File: src/source/apb_subsys_defines.svh
// Bus widths, GPIO and PWM sizes, slave select field and slave indices
`ifndef APB_SUBSYS_DEFINES_SVH
`define APB_SUBSYS_DEFINES_SVH

// APB bus
`define APB_ADDR_W 32
`define APB_DATA_W 32

// Peripheral sizes
`define NUM_GPIO   32
`define NUM_PWM    4
`define PWM_CNT_W  16

// Address field that picks a slave
`define SLV_SEL_MSB 15
`define SLV_SEL_LSB 12

`define SLV_GPIO 0
`define SLV_PWM  1
`define SLV_SOC  2

// Word index inside a slave
`define REG_IDX_MSB 11
`define REG_IDX_LSB 2

`endif

File: src/source/apb_subsys_pkg.sv
// APB request and response structs, address field types and the cluster control union
`default_nettype none

`include "apb_subsys_defines.svh"

package apb_subsys_pkg;

   typedef struct packed {
      logic                   psel;
      logic                   penable;
      logic                   pwrite;
      logic [`APB_ADDR_W-1:0] paddr;
      logic [`APB_DATA_W-1:0] pwdata;
   } apb_req_t;

   typedef struct packed {
      logic [`APB_DATA_W-1:0] prdata;
      logic                   pready;
      logic                   pslverr;
   } apb_rsp_t;

   typedef logic [`SLV_SEL_MSB-`SLV_SEL_LSB:0] slv_sel_t;
   typedef logic [`REG_IDX_MSB-`REG_IDX_LSB:0] reg_idx_t;

   // Bit 0 sits last in a packed struct
   typedef struct packed {
      logic [`APB_DATA_W-4:0] reserved;
      logic                   en_sa_boot;
      logic                   fetch_en;
      logic                   cluster_rstn;
   } cluster_ctrl_fields_t;

   // Bus side sees the raw word, outputs use the fields
   typedef union packed {
      logic [`APB_DATA_W-1:0] raw;
      cluster_ctrl_fields_t   fields;
   } cluster_ctrl_u;

endpackage

`default_nettype wire

File: src/source/apb_gpio_lite.sv
// GPIO direction and output registers with a synchronized read-only input register
`default_nettype none

`include "apb_subsys_defines.svh"

module apb_gpio_lite
   import apb_subsys_pkg::*;
(
   input  logic                 clk_i,
   input  logic                 rst_n_i,
   input  apb_req_t             apb_req_i,
   input  logic [`NUM_GPIO-1:0] gpio_in_i,
   output apb_rsp_t             apb_rsp_o,
   output logic [`NUM_GPIO-1:0] gpio_out_o,
   output logic [`NUM_GPIO-1:0] gpio_dir_o
);

   localparam reg_idx_t REG_DIR = reg_idx_t'(0);
   localparam reg_idx_t REG_OUT = reg_idx_t'(1);
   localparam reg_idx_t REG_IN  = reg_idx_t'(2);

   reg_idx_t             reg_idx;
   logic                 access;
   logic                 wr_en;
   logic                 hit;
   logic [`NUM_GPIO-1:0] dir_q;
   logic [`NUM_GPIO-1:0] out_q;
   logic [`NUM_GPIO-1:0] sync_q1;
   logic [`NUM_GPIO-1:0] sync_q2;

   assign reg_idx = apb_req_i.paddr[`REG_IDX_MSB:`REG_IDX_LSB];
   assign access  = apb_req_i.psel & apb_req_i.penable;
   assign wr_en   = access & apb_req_i.pwrite;

   always_ff @(posedge clk_i or negedge rst_n_i) begin
      if (!rst_n_i) begin
         dir_q <= '0;
         out_q <= '0;
      end else if (wr_en) begin
         if (reg_idx == REG_DIR) begin
            dir_q <= apb_req_i.pwdata[`NUM_GPIO-1:0];
         end else if (reg_idx == REG_OUT) begin
            out_q <= apb_req_i.pwdata[`NUM_GPIO-1:0];
         end
      end
   end

   // Two-flop synchronizer for the pads
   always_ff @(posedge clk_i or negedge rst_n_i) begin
      if (!rst_n_i) begin
         sync_q1 <= '0;
         sync_q2 <= '0;
      end else begin
         sync_q1 <= gpio_in_i;
         sync_q2 <= sync_q1;
      end
   end

   always_comb begin
      apb_rsp_o.prdata = '0;
      hit              = 1'b1;
      case (reg_idx)
         REG_DIR: apb_rsp_o.prdata = `APB_DATA_W'(dir_q);
         REG_OUT: apb_rsp_o.prdata = `APB_DATA_W'(out_q);
         REG_IN:  apb_rsp_o.prdata = `APB_DATA_W'(sync_q2);
         default: hit = 1'b0;
      endcase
      apb_rsp_o.pready  = 1'b1;
      // IN is read only
      apb_rsp_o.pslverr = access & (~hit | (apb_req_i.pwrite & (reg_idx == REG_IN)));
   end

   assign gpio_out_o = out_q;
   assign gpio_dir_o = dir_q;

endmodule

`default_nettype wire

File: src/source/apb_pwm_timer.sv
// PWM timer with period, threshold and enable registers, shared counter and channel compare
`default_nettype none

`include "apb_subsys_defines.svh"

module apb_pwm_timer
   import apb_subsys_pkg::*;
(
   input  logic                clk_i,
   input  logic                rst_n_i,
   input  apb_req_t            apb_req_i,
   output apb_rsp_t            apb_rsp_o,
   output logic [`NUM_PWM-1:0] pwm_o
);

   localparam int       THR_SEL_W  = $clog2(`NUM_PWM);
   localparam reg_idx_t REG_PERIOD = reg_idx_t'(0);
   localparam reg_idx_t REG_THR0   = reg_idx_t'(1);
   localparam reg_idx_t REG_CTRL   = reg_idx_t'(`NUM_PWM + 1);

   reg_idx_t                                reg_idx;
   reg_idx_t                                thr_off;
   logic [THR_SEL_W-1:0]                    thr_sel;
   logic                                    is_thr;
   logic                                    access;
   logic                                    wr_en;
   logic [`PWM_CNT_W-1:0]                   period_q;
   logic [`NUM_PWM-1:0][`PWM_CNT_W-1:0]     thr_q;
   logic                                    en_q;
   logic [`PWM_CNT_W-1:0]                   cnt_q;

   assign reg_idx = apb_req_i.paddr[`REG_IDX_MSB:`REG_IDX_LSB];
   assign access  = apb_req_i.psel & apb_req_i.penable;
   assign wr_en   = access & apb_req_i.pwrite;

   // Word 0 wraps to a large offset, so one compare covers the threshold range
   assign thr_off = reg_idx - REG_THR0;
   assign thr_sel = thr_off[THR_SEL_W-1:0];
   assign is_thr  = thr_off < reg_idx_t'(`NUM_PWM);

   always_ff @(posedge clk_i or negedge rst_n_i) begin
      if (!rst_n_i) begin
         period_q <= '0;
         thr_q    <= '0;
         en_q     <= 1'b0;
      end else if (wr_en) begin
         if (reg_idx == REG_PERIOD) begin
            period_q <= apb_req_i.pwdata[`PWM_CNT_W-1:0];
         end else if (is_thr) begin
            thr_q[thr_sel] <= apb_req_i.pwdata[`PWM_CNT_W-1:0];
         end else if (reg_idx == REG_CTRL) begin
            en_q <= apb_req_i.pwdata[0];
         end
      end
   end

   // Counts 0 to PERIOD, parked at 0 while disabled
   always_ff @(posedge clk_i or negedge rst_n_i) begin
      if (!rst_n_i) begin
         cnt_q <= '0;
      end else if (!en_q || (cnt_q >= period_q)) begin
         cnt_q <= '0;
      end else begin
         cnt_q <= cnt_q + 1'b1;
      end
   end

   always_comb begin
      for (int c = 0; c < `NUM_PWM; c++) begin
         pwm_o[c] = en_q & (cnt_q < thr_q[c]);
      end
   end

   always_comb begin
      apb_rsp_o.prdata = '0;
      if (reg_idx == REG_PERIOD) begin
         apb_rsp_o.prdata = `APB_DATA_W'(period_q);
      end else if (is_thr) begin
         apb_rsp_o.prdata = `APB_DATA_W'(thr_q[thr_sel]);
      end else if (reg_idx == REG_CTRL) begin
         apb_rsp_o.prdata = `APB_DATA_W'(en_q);
      end
      apb_rsp_o.pready  = 1'b1;
      apb_rsp_o.pslverr = access & ~((reg_idx == REG_PERIOD) | is_thr | (reg_idx == REG_CTRL));
   end

endmodule

`default_nettype wire

File: src/source/apb_soc_ctrl.sv
// SoC control registers for the cluster control word and the watchdog configuration
`default_nettype none

`include "apb_subsys_defines.svh"

module apb_soc_ctrl
   import apb_subsys_pkg::*;
(
   input  logic                   clk_i,
   input  logic                   rst_n_i,
   input  apb_req_t               apb_req_i,
   input  logic [`APB_DATA_W-1:0] gwt_cfg_i,
   input  logic                   gwt_cfg_ie_i,
   output apb_rsp_t               apb_rsp_o,
   output logic                   cluster_rstn_o,
   output logic                   cluster_fetch_en_o,
   output logic                   cluster_en_sa_boot_o,
   output logic [`APB_DATA_W-1:0] gwt_cfg_o
);

   localparam reg_idx_t REG_CLUSTER_CTRL = reg_idx_t'(0);
   localparam reg_idx_t REG_GWT_CFG      = reg_idx_t'(1);

   reg_idx_t               reg_idx;
   logic                   access;
   logic                   wr_en;
   logic                   hit;
   cluster_ctrl_u          ctrl_q;
   logic [`APB_DATA_W-1:0] gwt_q;

   assign reg_idx = apb_req_i.paddr[`REG_IDX_MSB:`REG_IDX_LSB];
   assign access  = apb_req_i.psel & apb_req_i.penable;
   assign wr_en   = access & apb_req_i.pwrite;

   always_ff @(posedge clk_i or negedge rst_n_i) begin
      if (!rst_n_i) begin
         ctrl_q.raw <= '0;
      end else if (wr_en && (reg_idx == REG_CLUSTER_CTRL)) begin
         ctrl_q.raw <= apb_req_i.pwdata;
      end
   end

   // Hardware load wins over a bus write in the same cycle
   always_ff @(posedge clk_i or negedge rst_n_i) begin
      if (!rst_n_i) begin
         gwt_q <= '0;
      end else if (gwt_cfg_ie_i) begin
         gwt_q <= gwt_cfg_i;
      end else if (wr_en && (reg_idx == REG_GWT_CFG)) begin
         gwt_q <= apb_req_i.pwdata;
      end
   end

   always_comb begin
      apb_rsp_o.prdata = '0;
      hit              = 1'b1;
      case (reg_idx)
         REG_CLUSTER_CTRL: apb_rsp_o.prdata = ctrl_q.raw;
         REG_GWT_CFG:      apb_rsp_o.prdata = gwt_q;
         default:          hit = 1'b0;
      endcase
      apb_rsp_o.pready  = 1'b1;
      apb_rsp_o.pslverr = access & ~hit;
   end

   assign cluster_rstn_o       = ctrl_q.fields.cluster_rstn;
   assign cluster_fetch_en_o   = ctrl_q.fields.fetch_en;
   assign cluster_en_sa_boot_o = ctrl_q.fields.en_sa_boot;
   assign gwt_cfg_o            = gwt_q;

endmodule

`default_nettype wire

File: src/source/apb_subsystem.sv
// APB subsystem top with the peripheral decoder, GPIO, PWM timer and SoC control
`default_nettype none

`include "apb_subsys_defines.svh"

module apb_subsystem
   import apb_subsys_pkg::*;
(
   input  logic                   clk_i,
   input  logic                   rst_n_i,
   input  apb_req_t               apb_req_i,
   input  logic [`NUM_GPIO-1:0]   gpio_in_i,
   input  logic [`APB_DATA_W-1:0] gwt_cfg_i,
   input  logic                   gwt_cfg_ie_i,
   output apb_rsp_t               apb_rsp_o,
   output logic [`NUM_GPIO-1:0]   gpio_out_o,
   output logic [`NUM_GPIO-1:0]   gpio_dir_o,
   output logic [`NUM_PWM-1:0]    pwm_o,
   output logic                   cluster_rstn_o,
   output logic                   cluster_fetch_en_o,
   output logic                   cluster_en_sa_boot_o,
   output logic [`APB_DATA_W-1:0] gwt_cfg_o
);

   apb_req_t gpio_req;
   apb_req_t pwm_req;
   apb_req_t soc_req;
   apb_rsp_t gpio_rsp;
   apb_rsp_t pwm_rsp;
   apb_rsp_t soc_rsp;

   periph_bus_decoder i_periph_bus_decoder (
      .apb_req_i  ( apb_req_i ),
      .gpio_rsp_i ( gpio_rsp  ),
      .pwm_rsp_i  ( pwm_rsp   ),
      .soc_rsp_i  ( soc_rsp   ),
      .gpio_req_o ( gpio_req  ),
      .pwm_req_o  ( pwm_req   ),
      .soc_req_o  ( soc_req   ),
      .apb_rsp_o  ( apb_rsp_o )
   );

   apb_gpio_lite i_apb_gpio (
      .clk_i      ( clk_i      ),
      .rst_n_i    ( rst_n_i    ),
      .apb_req_i  ( gpio_req   ),
      .gpio_in_i  ( gpio_in_i  ),
      .apb_rsp_o  ( gpio_rsp   ),
      .gpio_out_o ( gpio_out_o ),
      .gpio_dir_o ( gpio_dir_o )
   );

   apb_pwm_timer i_apb_pwm_timer (
      .clk_i     ( clk_i   ),
      .rst_n_i   ( rst_n_i ),
      .apb_req_i ( pwm_req ),
      .apb_rsp_o ( pwm_rsp ),
      .pwm_o     ( pwm_o   )
   );

   apb_soc_ctrl i_apb_soc_ctrl (
      .clk_i                ( clk_i                ),
      .rst_n_i              ( rst_n_i              ),
      .apb_req_i            ( soc_req              ),
      .gwt_cfg_i            ( gwt_cfg_i            ),
      .gwt_cfg_ie_i         ( gwt_cfg_ie_i         ),
      .apb_rsp_o            ( soc_rsp              ),
      .cluster_rstn_o       ( cluster_rstn_o       ),
      .cluster_fetch_en_o   ( cluster_fetch_en_o   ),
      .cluster_en_sa_boot_o ( cluster_en_sa_boot_o ),
      .gwt_cfg_o            ( gwt_cfg_o            )
   );

endmodule

`default_nettype wire

File: src/source/periph_bus_decoder.sv
// Peripheral APB decoder with select routing, response mux and unmapped-slave error
`default_nettype none

`include "apb_subsys_defines.svh"

module periph_bus_decoder
   import apb_subsys_pkg::*;
(
   input  apb_req_t apb_req_i,
   input  apb_rsp_t gpio_rsp_i,
   input  apb_rsp_t pwm_rsp_i,
   input  apb_rsp_t soc_rsp_i,
   output apb_req_t gpio_req_o,
   output apb_req_t pwm_req_o,
   output apb_req_t soc_req_o,
   output apb_rsp_t apb_rsp_o
);

   slv_sel_t slv_sel;
   logic     access;

   assign slv_sel = apb_req_i.paddr[`SLV_SEL_MSB:`SLV_SEL_LSB];
   assign access  = apb_req_i.psel & apb_req_i.penable;

   // Address, data and strobes go to every slave, psel only to the addressed one
   always_comb begin
      gpio_req_o      = apb_req_i;
      pwm_req_o       = apb_req_i;
      soc_req_o       = apb_req_i;
      gpio_req_o.psel = apb_req_i.psel & (slv_sel == slv_sel_t'(`SLV_GPIO));
      pwm_req_o.psel  = apb_req_i.psel & (slv_sel == slv_sel_t'(`SLV_PWM));
      soc_req_o.psel  = apb_req_i.psel & (slv_sel == slv_sel_t'(`SLV_SOC));
   end

   always_comb begin
      case (slv_sel)
         slv_sel_t'(`SLV_GPIO): begin
            apb_rsp_o = gpio_rsp_i;
         end
         slv_sel_t'(`SLV_PWM): begin
            apb_rsp_o = pwm_rsp_i;
         end
         slv_sel_t'(`SLV_SOC): begin
            apb_rsp_o = soc_rsp_i;
         end
         default: begin
            // Nobody lives here, answer at once with an error
            apb_rsp_o.prdata  = '0;
            apb_rsp_o.pready  = 1'b1;
            apb_rsp_o.pslverr = access;
         end
      endcase
   end

endmodule

`default_nettype wire

File: config.mk
export PLATFORM = sky130hd
export DESIGN_NAME = apb_subsystem
export DESIGN_NICKNAME = d
export VERILOG_FILES = /design/src/source/apb_subsys_pkg.sv /design/src/source/apb_gpio_lite.sv /design/src/source/apb_pwm_timer.sv /design/src/source/apb_soc_ctrl.sv /design/src/source/apb_subsystem.sv /design/src/source/periph_bus_decoder.sv
export VERILOG_INCLUDE_DIRS = /design/src /design/src/source
export SDC_FILE = /design/constraint.sdc
export NUM_CORES = 1
export LEC_CHECK = 0
export ABC_CLOCK_PERIOD_IN_PS = 3100
export BUFFER_PORTS_ARGS = -buffer_cell sky130_fd_sc_hd__buf_4
export CORE_MARGIN = 8
export CORE_UTILIZATION = 56
export DETAILED_ROUTE_END_ITERATION = 8
export PLACE_DENSITY = 0.81
export SLEW_MARGIN = 10
export SYNTH_ARGS = -nofsm -noshare
export SYNTH_HDL_FRONTEND = slang
export SYNTH_SLANG_ARGS = --single-unit
File: constraint.sdc
create_clock -name clk_i -period 3.1 [get_ports clk_i]
set_input_delay 0 -clock clk_i [delete_from_list [all_inputs] [get_ports clk_i]]
set_output_delay 0 -clock clk_i [all_outputs]
set_load 0.05 [all_outputs]
==> flow_metrics.tcl <==
set metrics [dict create \
    clk_pin_slew_ns 0.06 \
    io_buffers 251 \
    async_flop_share_pct 100.0 \
    first_global_vias 12599 \
    drc 0 \
    worstPathCellList "ha_1, and4_1, and4_1, a2111oi_2, a31oi_1, nor4b_2, buf_4" \
    drtAntennaViolNets 0 \
    fin_skew_ns 0.01668 \
    synth_top_family_by_area "multiplexers" \
    final_nets 1772 \
    cts-buffers-inserted 30 \
    setup-tns-final_ns 0 \
    yosysWarnings 0 \
    path_buf_inv 1 \
    power_frac_seq_pct 47.5 \
    tritoncts "done" \
    synthAdderAreaFrac_pct 7.155 \
    ir_drop_mv 0.5173 \
    hold_ws_ns 0.07769 \
    finalSetupViolCount 0 \
    p_sw_w 0.002096 \
    clock_power_share_pct 42.5 \
    synth-compound-area-share_pct 11.36 \
    maxSlewHeadroom_pct 17.69 \
    ys.flop_type "dfrtp_1" \
    gp_congestion 0.9328 \
    synth_edf_count 0 \
    critical-path-top-delay-family "simple AND/OR/NAND/NOR gates" \
    ys_ff_latch 289 \
    dp.cells 1737 \
    start_util_pct 56.95 \
    required_ns 3.10 \
    p_comb_share_pct 9.9 \
    r2r-end "i_apb_pwm_timer.cnt_q[12]$_DFF_PN0_" \
    io_pins 271 \
    powerDensity_nw_per_um2 441.6 \
    worstSetupEndpointType "primary output" \
    hold_viol_final 0 \
    die_h_um 176.0 \
    clock-root-buffer "clkbuf_16" \
    clk_latency_ns 0.57 \
    slowest_stage "dfrtp_2" \
    syn-num-nets 1415 \
    p_total_w 0.008259 \
    seq_area_frac_synth_pct 50.43 \
    period_share_pct 99.79 \
    fmax_mhz 323.2 \
    worst_pin_slew_ns 1.230 \
    crit_top_cell "and4_1" \
    slowest_delay_ns 0.48 \
    wl_per_cell_um 24.58 \
    worstSetupPathType "reg -> out" \
    status "complete, no violations" \
    cap_violations 0 \
    vias_per_cell 6.198 \
    p_leak_nw 8.865 \
    swShare_pct 25.38 \
    grt.total_usage_pct 29.73 \
    startpoint "i_apb_pwm_timer.cnt_q[11]$_DFF_PN0_" \
    hp-class "in -> async" \
    area_growth_pct 30.42 \
    drive_above_1_share_pct 33.35 \
    diodes 0 \
    final_area_um2 18700 \
    critPathMaxFanout 8 \
    dpl.hpwl_um 30510 \
    dr_total_vias 11819 \
    synth-xor-area-share_pct 0.8551 \
    cts_max_level 1 \
    rr_worst_depth 8 \
    drtIter0Drc 1201 \
    grt_setup_unrepaired "no" \
    grt_pass1_wl_um 72460 \
    overflow 0 \
    intPower_w 0.006163 \
    fp.dieW_um 176.0 \
    fin_crit_ns 3.094 \
    grt_max_degree 114 \
    crit_path_end "pwm_o[0]" \
    synth-simple-area-share_pct 7.486 \
    firstDrtPassIters 6 \
    arrival_ns 3.09 \
    cts_buffer_depth 3 \
    syn-cell-area_um2 14340 \
    placed_cell_area_um2 16590 \
    start_kind "flip-flop" \
    core.rowCount 58 \
    syn_avg_cell_area_um2 11.96 \
    synth_cell_types 61 \
    core_area_um2 25180 \
    wirelength_um 46870 \
    syn_inst 1199 \
    clkSinkCount 289 \
    rr_startpoint "i_apb_pwm_timer.cnt_q[0]$_DFF_PN0_" \
    antenna_found_initial 1 \
    path_depth 7 \
    finalMaxSlewViolations 0 \
    muxShareOfSynthArea_pct 17.99 \
    rrSetupSlack_ns 0.78 \
    final_cells 1907 \
    die_area_um2 30980 \
]
==> cells in the final DEF, fill, tap and decap left out, types with 42 or more instances in the layout <==
cell and count:
dfrtp_1 285, buf_4 277, mux2_2 140, dlygate4sd3_1 110, inv_1 82, ha_1 82, nand2_1 60, o21ai_0 55
nor2_1 51, a21oi_1 43, a22oi_1 42
==> worst min-delay path by stage <==
stage / end / start / cells past startpoint
floorplan: i_apb_gpio.gpio_dir_o[0]$_DFFE_PN0P_ / rst_n_i / 0
global placement: i_apb_gpio.sync_q1[23]$_DFF_PN0_ / gpio_in_i[23] / 1
detailed placement: i_apb_gpio.sync_q1[17]$_DFF_PN0_ / gpio_in_i[17] / 1
CTS: i_apb_gpio.sync_q1[16]$_DFF_PN0_ / gpio_in_i[16] / 2
global route: i_apb_gpio.sync_q1[16]$_DFF_PN0_ / gpio_in_i[16] / 2
finish: i_apb_gpio.sync_q2[8]$_DFF_PN0_ / rst_n_i / 2
==> cell type report <==
class                           count  area [um2]
Sequential cell                   289        7237
Multi-Input combinational cell    760        6507
Fill cell                        1552        6480
Timing Repair Buffer              393        3296
Clock buffer                       43       849.6
Tap cell                          330       412.9
Inverter                           82       307.8
Clock inverter                     10       91.34
==> registers in the layout (all words and copies together) (netlist names) <==
signal                    flops
i_apb_gpio.sync_q2           32
i_apb_pwm_timer.period_q     16
i_apb_gpio.sync_q1           32
i_apb_pwm_timer.cnt_q        16
i_apb_soc_ctrl.ctrl_q        32
i_apb_pwm_timer.thr_q        64
i_apb_pwm_timer.en_q          1
i_apb_gpio.gpio_out_o        32
i_apb_soc_ctrl.gwt_cfg_o     32
i_apb_gpio.gpio_dir_o        32
==> stage by stage <==
stage | util (%) | setup WS [ns]
floorplan | - | 0.2928
global placement | 65.88 | 0.4993
detailed placement | 65.88 | 0.3752
CTS | 73.99 | 0.005264
global route | 74.27 | 0.003832
finish | 74.27 | 0.006402
==> worst register-to-register path, delay by kind of cell (launching register included) <==
kind / cells / cell delay [ns]
buffers and inverters: 1 / 0.18
AOI/OAI and AO/OA: 4 / 1.05
adders and majority gates: 1 / 0.26
DFF: 1 / 0.42
and+or+nand+nor: 2 / 0.34
==> layer usage <==
metal  vias to the layer above  track usage, %  routed length, um
met1                      5852           36.69              17790
met5                         -               0                 13
li1                       5090               -                  -
met3                       194           6.302               4063
met2                       681           47.77              22140
met4                         2           17.52               2867
==> cell usage after synthesis, types with 5 or more instances <==
cell         n  share of area (%)
mux2_4      20                2.1
o211ai_1     9               0.47
o2111ai_1    8               0.49
xor2_1       7               0.43
a22oi_1     42                2.2
nand4_1      8               0.35
clkbuf_1    37               0.97
o22ai_1     22               0.96
buf_4        7               0.37
a21o_1      14               0.73
mux4_2      16                2.5
xnor2_1      7               0.43
inv_1       82                2.1
a222oi_1    22                1.5
a21oi_1     44                1.5
o21ai_0     55                1.9
nor3_1       9               0.31
nand2_1     60                1.6
and4_1       7               0.43
o21a_1       5               0.26
ha_1        82                7.2
nor2_1      52                1.4
mux2i_1     32                2.2
and3_1       9               0.39
nor2b_1     11               0.48
mux2_2     140                 11
buf_2       14               0.49
dfrtp_1    289                 50
nand3_1     26               0.91
==> power by group through the flow <==
stage / sequential (W) / clock [W] / combinational (W)
final: 0.00393 / 0.00351 / 0.000820
after global routing: 0.00393 / 0.00369 / 0.000870
after CTS: 0.00392 / 0.00350 / 0.000802
after detailed placement: 0.00398 / 0 / 0.000682
after global placement: 0.00398 / 0 / 0.000672
after floorplan: 0.00412 / 0 / 0.000142
==> what timing repair did <==
| item | CTS | global route |
|---|---|---|
| resized for setup | 1 | 7 |
| endpoints found under the setup margin | 1 | 2 |
| setup buffers | 0 | 7 |
| pin swaps | 0 | 3 |
| hold buffers | 110 | 0 |
| hold endpoints to repair | 350 | 0 |
| cloned | 0 | 0 |
==> cell families after synthesis <==
family	Yosys count
mux	210
fa+ha+maj	82
xor+xnor	14
flops	289
simple gates	210
buf+inv	150
other cells	1
compound gates	243
No activity file was read; power rests on OpenSTA's default activity.
